## src/include/pcs_tx_config.svh

```systemverilog
`ifndef PCS_TX_CONFIG_SVH
`define PCS_TX_CONFIG_SVH

// Widths fixed by 10GBASE-R
`define PCS_TX_DATA_W    64
`define PCS_TX_CTRL_W    8
`define PCS_TX_BLOCK_W   66

// Sync headers
`define PCS_TX_SYNC_DATA 2'b01
`define PCS_TX_SYNC_CTRL 2'b10

// Block type field values
`define PCS_TX_BT_IDLE   8'h1E
`define PCS_TX_BT_START  8'h78
`define PCS_TX_BT_TERM0  8'h87
`define PCS_TX_BT_TERM1  8'h99
`define PCS_TX_BT_TERM2  8'hAA
`define PCS_TX_BT_TERM3  8'hB4
`define PCS_TX_BT_TERM4  8'hCC
`define PCS_TX_BT_TERM5  8'hD2
`define PCS_TX_BT_TERM6  8'hE1
`define PCS_TX_BT_TERM7  8'hFF
`define PCS_TX_BT_FAULT  8'h4B

// XGMII control characters
`define PCS_TX_XG_IDLE   8'h07
`define PCS_TX_XG_START  8'hFB
`define PCS_TX_XG_TERM   8'hFD
`define PCS_TX_XG_ERROR  8'hFE

// 7-bit PCS control characters
`define PCS_TX_PCS_IDLE  7'h00
`define PCS_TX_PCS_ERROR 7'h1E

`define PCS_TX_SCR_SEED  58'h3FF_FFFF_FFFF_FFFF

`endif

```

## src/hdl/pcs_tx_pkg.sv

```systemverilog
`include "pcs_tx_config.svh"

package pcs_tx_pkg;

  // Block classes seen by the sequence check
  typedef enum logic [2:0]
  {
    BLK_D = 3'd0,  // All data
    BLK_S = 3'd1,  // Start
    BLK_C = 3'd2,  // Idle
    BLK_T = 3'd3,  // Terminate
    BLK_E = 3'd4   // Invalid
  } blk_type_e;

  // Field after the block type
  typedef union packed
  {
    logic [7:0][6:0] chars;  // Idle and error blocks
    logic [55:0]     raw;    // Data bytes mixed with characters
  } ctrl_field_u;

  typedef struct packed
  {
    ctrl_field_u field;
    logic [7:0]  btype;      // First on the wire, so lowest bits
  } ctrl_view_s;

  // Payload of a 66-bit block, read as data or as control
  typedef union packed
  {
    logic [`PCS_TX_DATA_W/8-1:0][7:0] data;
    ctrl_view_s                       ctrl;
  } payload_u;

endpackage

```

## src/hdl/pcs_tx_block_if.sv

```systemverilog
`timescale 1ns/10ps

interface pcs_tx_block_if;

  logic                  valid;    // One cycle per block
  logic [1:0]            sync;
  pcs_tx_pkg::payload_u  payload;
  pcs_tx_pkg::blk_type_e kind;

  modport source
  (
    output valid,
    output sync,
    output payload,
    output kind
  );

  modport sink
  (
    input valid,
    input sync,
    input payload,
    input kind
  );

endinterface

```

## src/hdl/pcs_tx_encoder.sv

```systemverilog
`timescale 1ns/10ps
`include "pcs_tx_config.svh"

module pcs_tx_encoder
(
  input  logic                      i_clock,
  input  logic                      i_reset,
  input  logic                      i_valid,
  input  logic [`PCS_TX_DATA_W-1:0] i_txd,
  input  logic [`PCS_TX_CTRL_W-1:0] i_txc,
  pcs_tx_block_if.source            o_blk
);

  // Terminate type indexed by the lane holding /T/
  localparam logic [7:0][7:0] TERM_TYPE =
  {
    `PCS_TX_BT_TERM7, `PCS_TX_BT_TERM6, `PCS_TX_BT_TERM5, `PCS_TX_BT_TERM4,
    `PCS_TX_BT_TERM3, `PCS_TX_BT_TERM2, `PCS_TX_BT_TERM1, `PCS_TX_BT_TERM0
  };

  logic [7:0][7:0]       lane;
  logic [7:0]            lane_idle;
  logic [7:0]            term_hit;
  logic [1:0]            blk_sync;
  pcs_tx_pkg::payload_u  blk_payload;
  pcs_tx_pkg::blk_type_e blk_kind;

  assign lane = i_txd;  // Lane 0 in the low byte

  always_comb
  begin
    for (int i = 0; i < 8; i++)
    begin
      lane_idle[i] = (lane[i] == `PCS_TX_XG_IDLE);
    end
  end

  // Terminate in lane k: data below, idles above
  always_comb
  begin
    for (int k = 0; k < 8; k++)
    begin
      term_hit[k] = (i_txc == (8'hFF << k)) && (lane[k] == `PCS_TX_XG_TERM);
      for (int i = k + 1; i < 8; i++)
      begin
        term_hit[k] = term_hit[k] && lane_idle[i];
      end
    end
  end

  always_comb
  begin
    // Default is the error block
    blk_sync                      = `PCS_TX_SYNC_CTRL;
    blk_kind                      = pcs_tx_pkg::BLK_E;
    blk_payload.ctrl.btype        = `PCS_TX_BT_IDLE;
    blk_payload.ctrl.field.chars  = {8{`PCS_TX_PCS_ERROR}};

    if (i_txc == '0)
    begin
      blk_sync         = `PCS_TX_SYNC_DATA;
      blk_kind         = pcs_tx_pkg::BLK_D;
      blk_payload.data = lane;
    end
    else if ((i_txc == '1) && (&lane_idle))
    begin
      blk_kind                     = pcs_tx_pkg::BLK_C;
      blk_payload.ctrl.field.chars = {8{`PCS_TX_PCS_IDLE}};
    end
    else if ((i_txc == 8'h01) && (lane[0] == `PCS_TX_XG_START))
    begin
      blk_kind                   = pcs_tx_pkg::BLK_S;
      blk_payload.ctrl.btype     = `PCS_TX_BT_START;
      blk_payload.ctrl.field.raw = i_txd[`PCS_TX_DATA_W-1:8];  // D1..D7
    end
    else
    begin
      for (int k = 0; k < 8; k++)
      begin
        if (term_hit[k])
        begin
          blk_kind                   = pcs_tx_pkg::BLK_T;
          blk_payload.ctrl.btype     = TERM_TYPE[k];
          blk_payload.ctrl.field.raw = '0;  // Pad bits
          for (int i = 0; i < 7; i++)
          begin
            if (i < k)
            begin
              blk_payload.ctrl.field.raw[8*i +: 8] = lane[i];
            end
          end
          // Trailing characters packed from the top of the field
          for (int j = 0; j < 7; j++)
          begin
            if (j < 7 - k)
            begin
              blk_payload.ctrl.field.raw[55-7*j -: 7] = `PCS_TX_PCS_IDLE;
            end
          end
        end
      end
    end
  end

  always_ff @(posedge i_clock)
  begin
    if (i_reset)
    begin
      o_blk.valid <= 1'b0;
    end
    else
    begin
      o_blk.valid <= i_valid;
    end
  end

  always_ff @(posedge i_clock)
  begin
    if (i_valid)
    begin
      o_blk.sync    <= blk_sync;
      o_blk.payload <= blk_payload;
      o_blk.kind    <= blk_kind;
    end
  end

  a_valid_known: assert property (@(posedge i_clock) disable iff (i_reset)
    !$isunknown(o_blk.valid))
    else $error("Encoder valid unknown after reset");

endmodule

```

## src/hdl/pcs_tx_sequence_check.sv

```systemverilog
`timescale 1ns/10ps
`include "pcs_tx_config.svh"

module pcs_tx_sequence_check
(
  input  logic           i_clock,
  input  logic           i_reset,
  pcs_tx_block_if.sink   i_blk,
  pcs_tx_block_if.source o_blk
);

  typedef enum logic [4:0]
  {
    ST_INIT = 5'b10000,
    ST_C    = 5'b01000,
    ST_D    = 5'b00100,
    ST_T    = 5'b00010,
    ST_E    = 5'b00001
  } state_e;

  // Local fault block with D3 = 01, O0 = 0 and idle C4..C7
  localparam pcs_tx_pkg::payload_u LF_PAYLOAD =
    {{4{`PCS_TX_PCS_IDLE}}, 4'h0, 8'h01, 8'h00, 8'h00, `PCS_TX_BT_FAULT};
  localparam pcs_tx_pkg::payload_u ERR_PAYLOAD =
    {{8{`PCS_TX_PCS_ERROR}}, `PCS_TX_BT_IDLE};

  state_e state;
  state_e state_next;
  logic   legal;

  always_comb
  begin
    state_next = state;
    legal      = 1'b0;
    case (state)
      ST_INIT, ST_C, ST_T:
      begin
        if (i_blk.kind == pcs_tx_pkg::BLK_C)
        begin
          state_next = ST_C;
          legal      = 1'b1;
        end
        else if (i_blk.kind == pcs_tx_pkg::BLK_S)
        begin
          state_next = ST_D;
          legal      = 1'b1;
        end
      end
      ST_D:
      begin
        if (i_blk.kind == pcs_tx_pkg::BLK_D)
        begin
          legal = 1'b1;
        end
        else if (i_blk.kind == pcs_tx_pkg::BLK_T)
        begin
          state_next = ST_T;
          legal      = 1'b1;
        end
      end
      ST_E:
      begin
        legal = 1'b1;  // Cleared below for S and E
        case (i_blk.kind)
          pcs_tx_pkg::BLK_T: state_next = ST_T;
          pcs_tx_pkg::BLK_D: state_next = ST_D;
          pcs_tx_pkg::BLK_C: state_next = ST_C;
          default:           legal      = 1'b0;
        endcase
      end
      default: legal = 1'b0;
    endcase
    if (!legal)
    begin
      state_next = ST_E;
    end
  end

  always_ff @(posedge i_clock)
  begin
    if (i_reset)
    begin
      state         <= ST_INIT;
      o_blk.valid   <= 1'b0;
      o_blk.sync    <= `PCS_TX_SYNC_CTRL;
      o_blk.payload <= LF_PAYLOAD;
      o_blk.kind    <= pcs_tx_pkg::BLK_E;
    end
    else
    begin
      o_blk.valid <= i_blk.valid;
      if (i_blk.valid)
      begin
        state <= state_next;
        if (legal)
        begin
          o_blk.sync    <= i_blk.sync;
          o_blk.payload <= i_blk.payload;
          o_blk.kind    <= i_blk.kind;
        end
        else
        begin
          o_blk.sync    <= `PCS_TX_SYNC_CTRL;
          o_blk.payload <= ERR_PAYLOAD;
          o_blk.kind    <= pcs_tx_pkg::BLK_E;
        end
      end
    end
  end

  a_state_legal: assert property (@(posedge i_clock) disable iff (i_reset)
    $onehot(state))
    else $error("Sequence check state not one-hot");

  // Only data blocks leave with the data header
  a_sync_kind: assert property (@(posedge i_clock) disable iff (i_reset)
    o_blk.valid |-> (o_blk.sync == ((o_blk.kind == pcs_tx_pkg::BLK_D) ?
      `PCS_TX_SYNC_DATA : `PCS_TX_SYNC_CTRL)))
    else $error("Sync header does not match block kind");

endmodule

```

## src/hdl/pcs_tx_scrambler.sv

```systemverilog
`timescale 1ns/10ps
`include "pcs_tx_config.svh"

module pcs_tx_scrambler
(
  input  logic                       i_clock,
  input  logic                       i_reset,
  pcs_tx_block_if.sink               i_blk,
  output logic                       o_valid,
  output logic [`PCS_TX_BLOCK_W-1:0] o_block
);

  localparam int SCR_W = $bits(`PCS_TX_SCR_SEED);

  logic [SCR_W-1:0]          scr_state;  // Bit 0 is the newest scrambled bit
  logic [SCR_W-1:0]          scr_next;
  logic [`PCS_TX_DATA_W-1:0] scr_data;

  // x^58 + x^39 + 1, LSB first
  always_comb
  begin
    scr_next = scr_state;
    for (int i = 0; i < `PCS_TX_DATA_W; i++)
    begin
      scr_data[i] = i_blk.payload[i] ^ scr_next[38] ^ scr_next[SCR_W-1];
      scr_next    = {scr_next[SCR_W-2:0], scr_data[i]};
    end
  end

  always_ff @(posedge i_clock)
  begin
    if (i_reset)
    begin
      o_valid   <= 1'b0;
      scr_state <= `PCS_TX_SCR_SEED;
    end
    else
    begin
      o_valid <= i_blk.valid;
      if (i_blk.valid)
      begin
        scr_state <= scr_next;
      end
    end
  end

  always_ff @(posedge i_clock)
  begin
    if (i_blk.valid)
    begin
      o_block <= {i_blk.sync, scr_data};  // Header goes out in the clear
    end
  end

  a_sync_legal: assert property (@(posedge i_clock) disable iff (i_reset)
    o_valid |-> (o_block[`PCS_TX_BLOCK_W-1 -: 2] inside {`PCS_TX_SYNC_DATA, `PCS_TX_SYNC_CTRL}))
    else $error("Illegal sync header at output");

endmodule

```

## src/hdl/pcs_tx_top.sv

```systemverilog
`timescale 1ns/10ps
`include "pcs_tx_config.svh"

module pcs_tx_top
(
  input  logic                       i_clock,
  input  logic                       i_reset,
  input  logic                       i_valid,
  input  logic [`PCS_TX_DATA_W-1:0]  i_txd,
  input  logic [`PCS_TX_CTRL_W-1:0]  i_txc,
  output logic                       o_valid,
  output logic [`PCS_TX_BLOCK_W-1:0] o_block
);

  pcs_tx_block_if enc_blk ();
  pcs_tx_block_if chk_blk ();

  pcs_tx_encoder u_encoder
  (
    .i_clock (i_clock),
    .i_reset (i_reset),
    .i_valid (i_valid),
    .i_txd   (i_txd),
    .i_txc   (i_txc),
    .o_blk   (enc_blk)
  );

  pcs_tx_sequence_check u_sequence_check
  (
    .i_clock (i_clock),
    .i_reset (i_reset),
    .i_blk   (enc_blk),
    .o_blk   (chk_blk)
  );

  // Kind is dropped here
  pcs_tx_scrambler u_scrambler
  (
    .i_clock (i_clock),
    .i_reset (i_reset),
    .i_blk   (chk_blk),
    .o_valid (o_valid),
    .o_block (o_block)
  );

endmodule

```

## config.mk

```make
export PLATFORM = sky130hd
export DESIGN_NAME = pcs_tx_top
export DESIGN_NICKNAME = d
export VERILOG_FILES = /design/src/hdl/pcs_tx_pkg.sv /design/src/hdl/pcs_tx_block_if.sv /design/src/hdl/pcs_tx_encoder.sv /design/src/hdl/pcs_tx_sequence_check.sv /design/src/hdl/pcs_tx_scrambler.sv /design/src/hdl/pcs_tx_top.sv
export VERILOG_INCLUDE_DIRS = /design/src /design/src/include
export SDC_FILE = /design/constraint.sdc
export NUM_CORES = 1
export LEC_CHECK = 0
export ABC_CLOCK_PERIOD_IN_PS = 7010
export BUFFER_PORTS_ARGS = -buffer_cell sky130_fd_sc_hd__buf_4
export CAP_MARGIN = 0
export CORE_MARGIN = 3
export CORE_UTILIZATION = 63
export DETAILED_ROUTE_END_ITERATION = 7
export PLACE_DENSITY = 0.92
export SLEW_MARGIN = 40
export SYNTH_ARGS = -nofsm -noshare
export SYNTH_HDL_FRONTEND = slang
export SYNTH_SLANG_ARGS = --single-unit
```

## constraint.sdc

```tcl
create_clock -name i_clock -period 7.01 [get_ports i_clock]
set_input_delay 1.0515 -clock i_clock [delete_from_list [all_inputs] [get_ports i_clock]]
set_output_delay 1.0515 -clock i_clock [all_outputs]
set_load 0.05 [all_outputs]
```

==> results.cfg, run 1 <==
[outcome]
outcome = complete, no violations

[clock_tree]
cts_setup_buffers = 0
ctsHtreeMaxLevel = 1
clock_sinks = 267
clock_path_buffers = 3
clock_latency_ps = 520
clkTransAtPathRegs_ps = 60
root_buffer = clkbuf_16
cts_tree = built
cts_resized = 0
hold_buffers = 0
cts_buffers = 25

[worst_setup_path]
crit_path_end_kind = register
reg2reg_setup_slack_ps = 4330
slowest_delay_ps = 680
critical_path.startpoint_type = primary input
path_class = primary input to register
cp_cell_sequence = buf_4 -> nor4b_1 -> nand4_1 -> nor4_2 -> nand3_2 -> a32oi_1 -> o21ai_0
r2r_cells = 4
critPathTopFamily = simple AND/OR/NAND/NOR gates
path_buf_inv = 1
cp.required_ps = 7260
critPathSlowestCell = nor4_2
crit_arrival_ps = 3640
r2r-start = u_sequence_check.o_blk.valid
path_max_fanout = 26
reg2reg_to = u_scrambler.scr_state[0]

[timing]
worst_pin_slew_ps = 864
maxSlewHeadroom_pct = 42.1
hold_violations = 0
setup_tns_ps = 0
slew_violations = 0
post-route-period-util_pct = 48.5
timing.hold.ws_ps = 447
rsz0062_at_grt = false
clock.fmax_mhz = 294
period_needed_ps = 3400
fin_worst_skew_ps = 14.6
setup_violations = 0

[power]
p_int_mw = 2.76
leakage_nw = 4.98
peakVddDrop_mv = 0.288
pwr-share-comb_pct = 12.5
clkPwrFrac_pct = 38.8
seq_power_share_pct = 48.8
power_density_nw_per_um2 = 270
finalPower_mw = 3.68
switching_share_pct = 25.2
switchingPower_mw = 0.927

[routing]
vias = 8799
antenna_left = 0
via_per_inst = 6.48
drt-pass1-iter-count = 6
drt-total-wl_mm = 31.7
first_iter_violations = 999
drt-wirelength-per-cell_um = 23.3
drc_errors = 0

[floorplanning]
core_um2 = 18000
die_x_um = 142
dieHeight_um = 142
placementRows = 49
initial_core_util_pct = 64.4
dieArea_um2 = 20100
num_io_pins = 142

[final_layout]
num_antenna_cells = 0
layout.nets = 1185
drive_above_1_share_pct = 19.6
design_area_um2 = 13700
fill_cells = 1162
area_growth_pct = 17.8

[global_route]
grt_usage_pct = 30.9
grt_pass1_wl_mm = 48.2
grt_overflow = 0
grt_pass1_vias = 8434
grt_antenna_before_repair = 1
grt_max_degree = 91

[job]
drv_cap = 0

[yosys]
synth_edf_count = 135
synth.yosys.seq_area_share_pct = 57.7
ys_ff_latch = 267
syn_inst = 994
async_flop_share_pct = 0
synth_ff_type = edfxtp_1
yosys.area_share.simple_pct = 11.9
synth_xor_area_share_pct = 9.81
synthMuxAreaShare_pct = 0
synthAdderAreaFrac_pct = 0
yosysWarningCount = 0
syn-cell-area_um2 = 11600
synth_compound_area_share_pct = 16.8
synth_area_per_cell_um2 = 11.7
syn_nets = 1069
synth_top_family_by_area = compound AO/OA/AOI/OAI gates
ys_types = 59

[placed_design]
dpl_cell_area_um2 = 12800
gp_congestion = 0.995
numPortBuffers = 141
dp_hpwl_mm = 22.1

[min_path]
hold_class = register to register
holdPathStages = 0
hold_start = u_sequence_check.o_blk.sync[0]
hold_path_end = u_scrambler.o_block[64]
==> registers in the layout, indices dropped and copies added (netlist names) <==
name,flops
u_encoder.o_blk.kind,3
u_encoder.o_blk.payload,64
u_encoder.o_blk.sync,2
u_encoder.o_blk.valid,1
u_scrambler.o_block,66
u_scrambler.o_valid,1
u_scrambler.scr_state,58
u_sequence_check.o_blk.payload,64
u_sequence_check.o_blk.sync,2
u_sequence_check.o_blk.valid,1
u_sequence_check.state,5
==> cells in the mapped netlist (all sizes together) (2+ instances only) <==
library cell,number,share of area (%)
a211o,58,4.4
a211oi,2,0.13
a21o,3,0.19
a21oi,40,2.1
a22o,23,1.7
a311oi,33,2.5
a32o,28,2.4
and2,3,0.16
and3,5,0.27
buf,13,0.80
clkbuf,48,1.6
dfxtp,132,23
edfxtp,135,35
inv,44,1.4
nand2,34,1.1
nand2b,4,0.22
nand3,18,0.93
nand3b,4,0.26
nand4,14,0.75
nand4b,10,0.75
nor2,56,1.8
nor2b,61,3.3
nor3,8,0.34
nor4,5,0.27
nor4b,6,0.45
nor4bb,3,0.26
o211ai,7,0.45
o21a,2,0.13
o21ai,39,1.7
o311a,2,0.27
o32a,4,0.34
or2,3,0.16
or3,2,0.11
or4,4,0.29
or4b,2,0.17
xnor2,110,8.3
xor2,20,1.5
==> per-layer routing <==
metal  global-route usage, %  part of all wire (%)  up-vias
met5                       0                 0.041        -
met4                    10.3                   3.2        2
met3                    5.90                   9.9       84
met2                    49.7                    47      560
met1                    42.6                    40     4242
li1                        -                     -     3911
==> logic make-up after synthesis <==
| kind of cell | count (synthesis) |
|---|---|
| flip-flops | 267 |
| XOR/XNOR | 130 |
| AND/OR/NAND/NOR | 246 |
| AO/OA/AOI/OAI | 246 |
| buffers and inverters | 105 |
==> layout by cell type (no fill, tap or decap), types with 5 or more instances in the layout <==
cell       count
clkbuf_16     26
and3_1         5
nand3_1       15
o211ai_1       7
xnor2_1      110
a22o_1        23
nor2_1        56
a211o_1       58
a311oi_1      33
buf_4        147
a32o_1        28
inv_1         44
a21oi_1       27
nand4b_1      10
nor2b_1       61
xor2_1        20
a21oi_2       13
dfxtp_1      130
nor4b_1        6
o21ai_0       37
nand4_1       14
edfxtp_1     135
nor3_1         7
nand2_1       32
==> power groups by stage <==
stage	Clock, mW	Sequential [mW]	Combinational [mW]
6_report	1.43	1.80	0.459
5_1_grt	1.50	1.80	0.486
4_1_cts	1.44	1.80	0.453
3_5_place_dp	0	1.83	0.445
3_3_place_gp	0	1.82	0.435
2_1_floorplan	0	1.87	0.226
==> metrics by stage <==
step | util, % | setup slack [ps] | cells
after global placement | 70.7 | 2650 | 1311
after detailed placement | 70.9 | 3140 | 1312
after floorplan | - | 3650 | 994
after global routing | 75.8 | 3470 | 1358
after CTS | 75.8 | 3680 | 1358
final | 75.8 | 3610 | 1358
==> worst register-to-register path: stages (launching register included) <==
cell	delay, ps
dfxtp_4	600
buf_4	690
buf_4	760
nor2b_1	190
a211o_1	320
==> worst max path at each step <==
stage / endpoint / depth (start not counted) / from / slack [ps]
final: u_encoder.o_blk.payload[10] / 7 / i_txd[60] / 3610
after global routing: u_encoder.o_blk.payload[10] / 7 / i_txd[60] / 3470
after CTS: u_encoder.o_blk.payload[10] / 7 / i_txd[60] / 3680
after detailed placement: u_encoder.o_blk.payload[10] / 7 / i_txd[60] / 3140
after global placement: u_encoder.o_blk.payload[10] / 7 / i_txd[60] / 2650
after floorplan: u_encoder.o_blk.payload[26] / 9 / i_txc[0] / 3650
==> final cells by class <==
cell class / instances / area (um^2) / share of cell area (%)
Clock buffer: 31 / 689 / 5.04
Clock inverter: 15 / 184 / 1.35
Inverter: 44 / 165 / 1.21
Multi-Input combinational cell: 622 / 4500 / 32.9
Sequential cell: 267 / 6700 / 49.0
Tap cell: 229 / 287 / 2.10
Timing Repair Buffer: 150 / 1140 / 8.32
Power figures use the tool's default switching activity.
==> run 2: changes to the inputs <==
--- a/config.mk
+++ b/config.mk
@@ -6,13 +6,14 @@
 export SDC_FILE = /design/constraint.sdc
 export NUM_CORES = 1
 export LEC_CHECK = 0
-export ABC_CLOCK_PERIOD_IN_PS = 7010
+export ABC_AREA = 1
+export ABC_CLOCK_PERIOD_IN_PS = 3120
 export BUFFER_PORTS_ARGS = -buffer_cell sky130_fd_sc_hd__buf_4
 export CAP_MARGIN = 0
 export CORE_MARGIN = 3
-export CORE_UTILIZATION = 63
+export CORE_UTILIZATION = 53
 export DETAILED_ROUTE_END_ITERATION = 7
-export PLACE_DENSITY = 0.92
+export PLACE_DENSITY = 0.82
 export SLEW_MARGIN = 40
 export SYNTH_ARGS = -nofsm -noshare
 export SYNTH_HDL_FRONTEND = slang
==> constraint.sdc (replaced) <==
create_clock -name i_clock -period 3.12 [get_ports i_clock]
set_input_delay 0.468 -clock i_clock [delete_from_list [all_inputs] [get_ports i_clock]]
set_output_delay 0.468 -clock i_clock [all_outputs]
set_load 0.05 [all_outputs]
==> run 2 against run 1 <==
Effect of this change: final area up 7.2%; clock skew is 2.3 ps lower; via count up 15%; hold slack got worse by 180 ps; sequential share of layout area down 3.3 points; critical endpoint is now u_sequence_check.o_blk.payload[19]; largest cell class unchanged.
==> results.cfg, run 2 <==
[worst_setup_path]
cp.required_ps = 3520
critPathTopFamily = simple AND/OR/NAND/NOR gates
r2r_cells = 8
path_buf_inv = 2
reg2reg_setup_slack_ps = 780
crit_arrival_ps = 2740
critical_path.startpoint_type = register
cp_cell_sequence = nor2_2 -> nand3_1 -> nand2_1 -> nand4_1 -> nand2_2 -> buf_4 -> buf_4 -> a21oi_1
critPathSlowestCell = nand2_2
reg2reg_to = u_sequence_check.o_blk.payload[19]
crit_path_end_kind = register
r2r-start = u_sequence_check.state[4]
path_class = register to register
path_max_fanout = 33
worst_path_most_repeated_cell = buf_4
slowest_delay_ps = 620

[routing]
antenna_left = 0
drc_errors = 0
via_per_inst = 5.45
first_iter_violations = 1088
vias = 10100
drt-wirelength-per-cell_um = 18.0
drt-total-wl_mm = 33.6
drt-pass1-iter-count = 6

[global_route]
grt_pass1_wl_mm = 52.8
grt_antenna_before_repair = 0
grt_max_degree = 99
grt_overflow = 0
grt_pass1_vias = 9548
grt_usage_pct = 25.8

[placed_design]
gp_congestion = 0.932
placed_cells = 1817
numPortBuffers = 141
place_ws_ps = 525
dp_hpwl_mm = 24.5

[floorplanning]
die_x_um = 159
initial_core_util_pct = 54.4
num_io_pins = 142
dieArea_um2 = 25300
dieHeight_um = 159
core_um2 = 22800
placementRows = 55

[timing]
fin_worst_skew_ps = 12.3
rsz0062_at_grt = false
clock.fmax_mhz = 427
post-route-period-util_pct = 75.0
setup_violations = 0
final.setup.worst_slack_ps = 779
period_needed_ps = 2340
setup_tns_ps = 0
slew_violations = 0
worst_pin_slew_ps = 762
maxSlewHeadroom_pct = 49.2
hold_violations = 0

[min_path]
hold_start = i_txd[60]
hold_class = primary input to register
hold_path_end = u_encoder.o_blk.payload[60]
holdPathStages = 3

[yosys]
syn_nets = 1484
synth.most_common_cell = nand2_1
synthTopCellsByArea = edfxtp_1 33%, dfxtp_1 21%, nand2_1 9.9%
synth_top_area_share_pct = 32.6
yosysTopAreaCell = edfxtp_1
ys_top_cells_by_count = 327 x nand2_1, 165 x a21oi_1, 138 x nor2_1
async_flop_share_pct = 0
ys_ff_latch = 267
synth_ff_type = edfxtp_1
synth_edf_count = 135
synth_area_per_cell_um2 = 8.83
syn-cell-area_um2 = 12400
yosysWarningCount = 0
syn_inst = 1409
ys_types = 39
synth.yosys.seq_area_share_pct = 53.8

[clock_tree]
clock_path_buffers = 3
clock_sinks = 267
cts_buffers = 25
cts_setup_buffers = 0
root_buffer = clkbuf_16
ctsHtreeMaxLevel = 1
cts_tree = built
clkTransAtPathRegs_ps = 60
hold_buffers = 0
cts_resized = 0
clock_latency_ps = 520

[final_layout]
fin_cells = 1862
final_cell_mix = 326 x nand2_1, 165 x a21oi_1, 153 x buf_4
area_growth_pct = 17.8
layout_commonest_cell = nand2_1
drive_above_1_share_pct = 17.7
fill_cells = 1907
multiInputGateArea_um2 = 5040
seq_area_um2 = 6700
top_regs = u_scrambler.o_block (66), u_encoder.o_blk.payload (64), u_sequence_check.o_blk.payload (64)
num_antenna_cells = 0
regMostFlops = u_scrambler.o_block
fin_util_pct = 64.1
layout.nets = 1606
largest_register_ff_count = 66

[power]
finalPower_mw = 8.42
power_density_nw_per_um2 = 575
leakage_nw = 5.93
peakVddDrop_mv = 0.418

[outcome]
outcome = complete, no violations

[job]
drv_cap = 0
==> run 2: changes by cell type after synthesis, moves of 28 or more <==
cell,change
xnor2_1,-38
a211o_1,-58
o21ai_0,+30
a21oi_1,+137
inv_1,+43
nand2_1,+295
xor2_1,+36
a32o_1,-28
a311oi_1,-33
nor2_1,+82
nand3_1,+41
nor2b_1,-61
==> run 2: worst register-to-register path: cells and delay by family (launching register included) <==
family / cells / cell delay [ps]
DFF: 1 / 330
AOI/OAI and AO/OA: 1 / 100
and+or+nand+nor: 5 / 1270
buffers and inverters: 2 / 520
==> run 2: cells by family (layout without fill, tap and decap cells) <==
| group | count (synthesis) | count (layout) | share of synthesized area [%] |
|---|---|---|---|
| AND/OR/NAND/NOR | 598 | 598 | 21.1 |
| flip-flops | 267 | 267 | 53.8 |
| AO/OA/AOI/OAI | 250 | 250 | 10.4 |
| buffers and inverters | 166 | 306 | 5.68 |
| XOR/XNOR | 128 | 128 | 9.01 |
==> run 2: per-stage QoR <==
| step | hold slack (ps) | area [um^2] |
|---|---|---|
| after CTS | 244 | 14700 |
| final | 265 | 14700 |
| after global routing | 271 | 14700 |
| after global placement | 416 | 13700 |
| after floorplan | 409 | 12400 |
| after detailed placement | 420 | 13700 |
==> run 2: worst max path at each step <==
stage,startpoint,to,slack (ps),cells past startpoint
3_5_place_dp,i_txc[4],u_encoder.o_blk.payload[54],520,10
2_1_floorplan,u_sequence_check.o_blk.valid,u_scrambler.scr_state[4],30,5
6_report,u_sequence_check.state[4],u_sequence_check.o_blk.payload[19],780,8
3_3_place_gp,i_txc[4],u_encoder.o_blk.payload[61],530,10
4_1_cts,u_sequence_check.state[4],u_sequence_check.o_blk.payload[19],800,8
5_1_grt,u_sequence_check.state[4],u_sequence_check.o_blk.payload[19],580,8
==> run 2: area by class of cell <==
type / count / area share (%)
tap: 313 / 2.67
inverter: 104 / 2.68
clock buffer: 27 / 4.61
multi-input combinational: 976 / 34.4
timing repair buffer: 157 / 8.26
sequential: 267 / 45.7
clock inverter: 18 / 1.66
==> run 2: per-layer routing <==
metal / share of wire [%] / vias up / track usage [%]
li1: - / 4881 / -
met5: 0 / - / 0
met2: 47 / 460 / 42.5
met3: 7.6 / 66 / 3.30
met4: 2.6 / 0 / 7.56
met1: 43 / 4736 / 36.1
==> run 2: report_power, final <==
group          switching (mW)  internal (mW)  leakage, nW
logic                   0.677          0.334         3.11
clock network            1.32           2.06        0.455
registers               0.129           3.91         2.37
total                    2.12           6.30         5.93
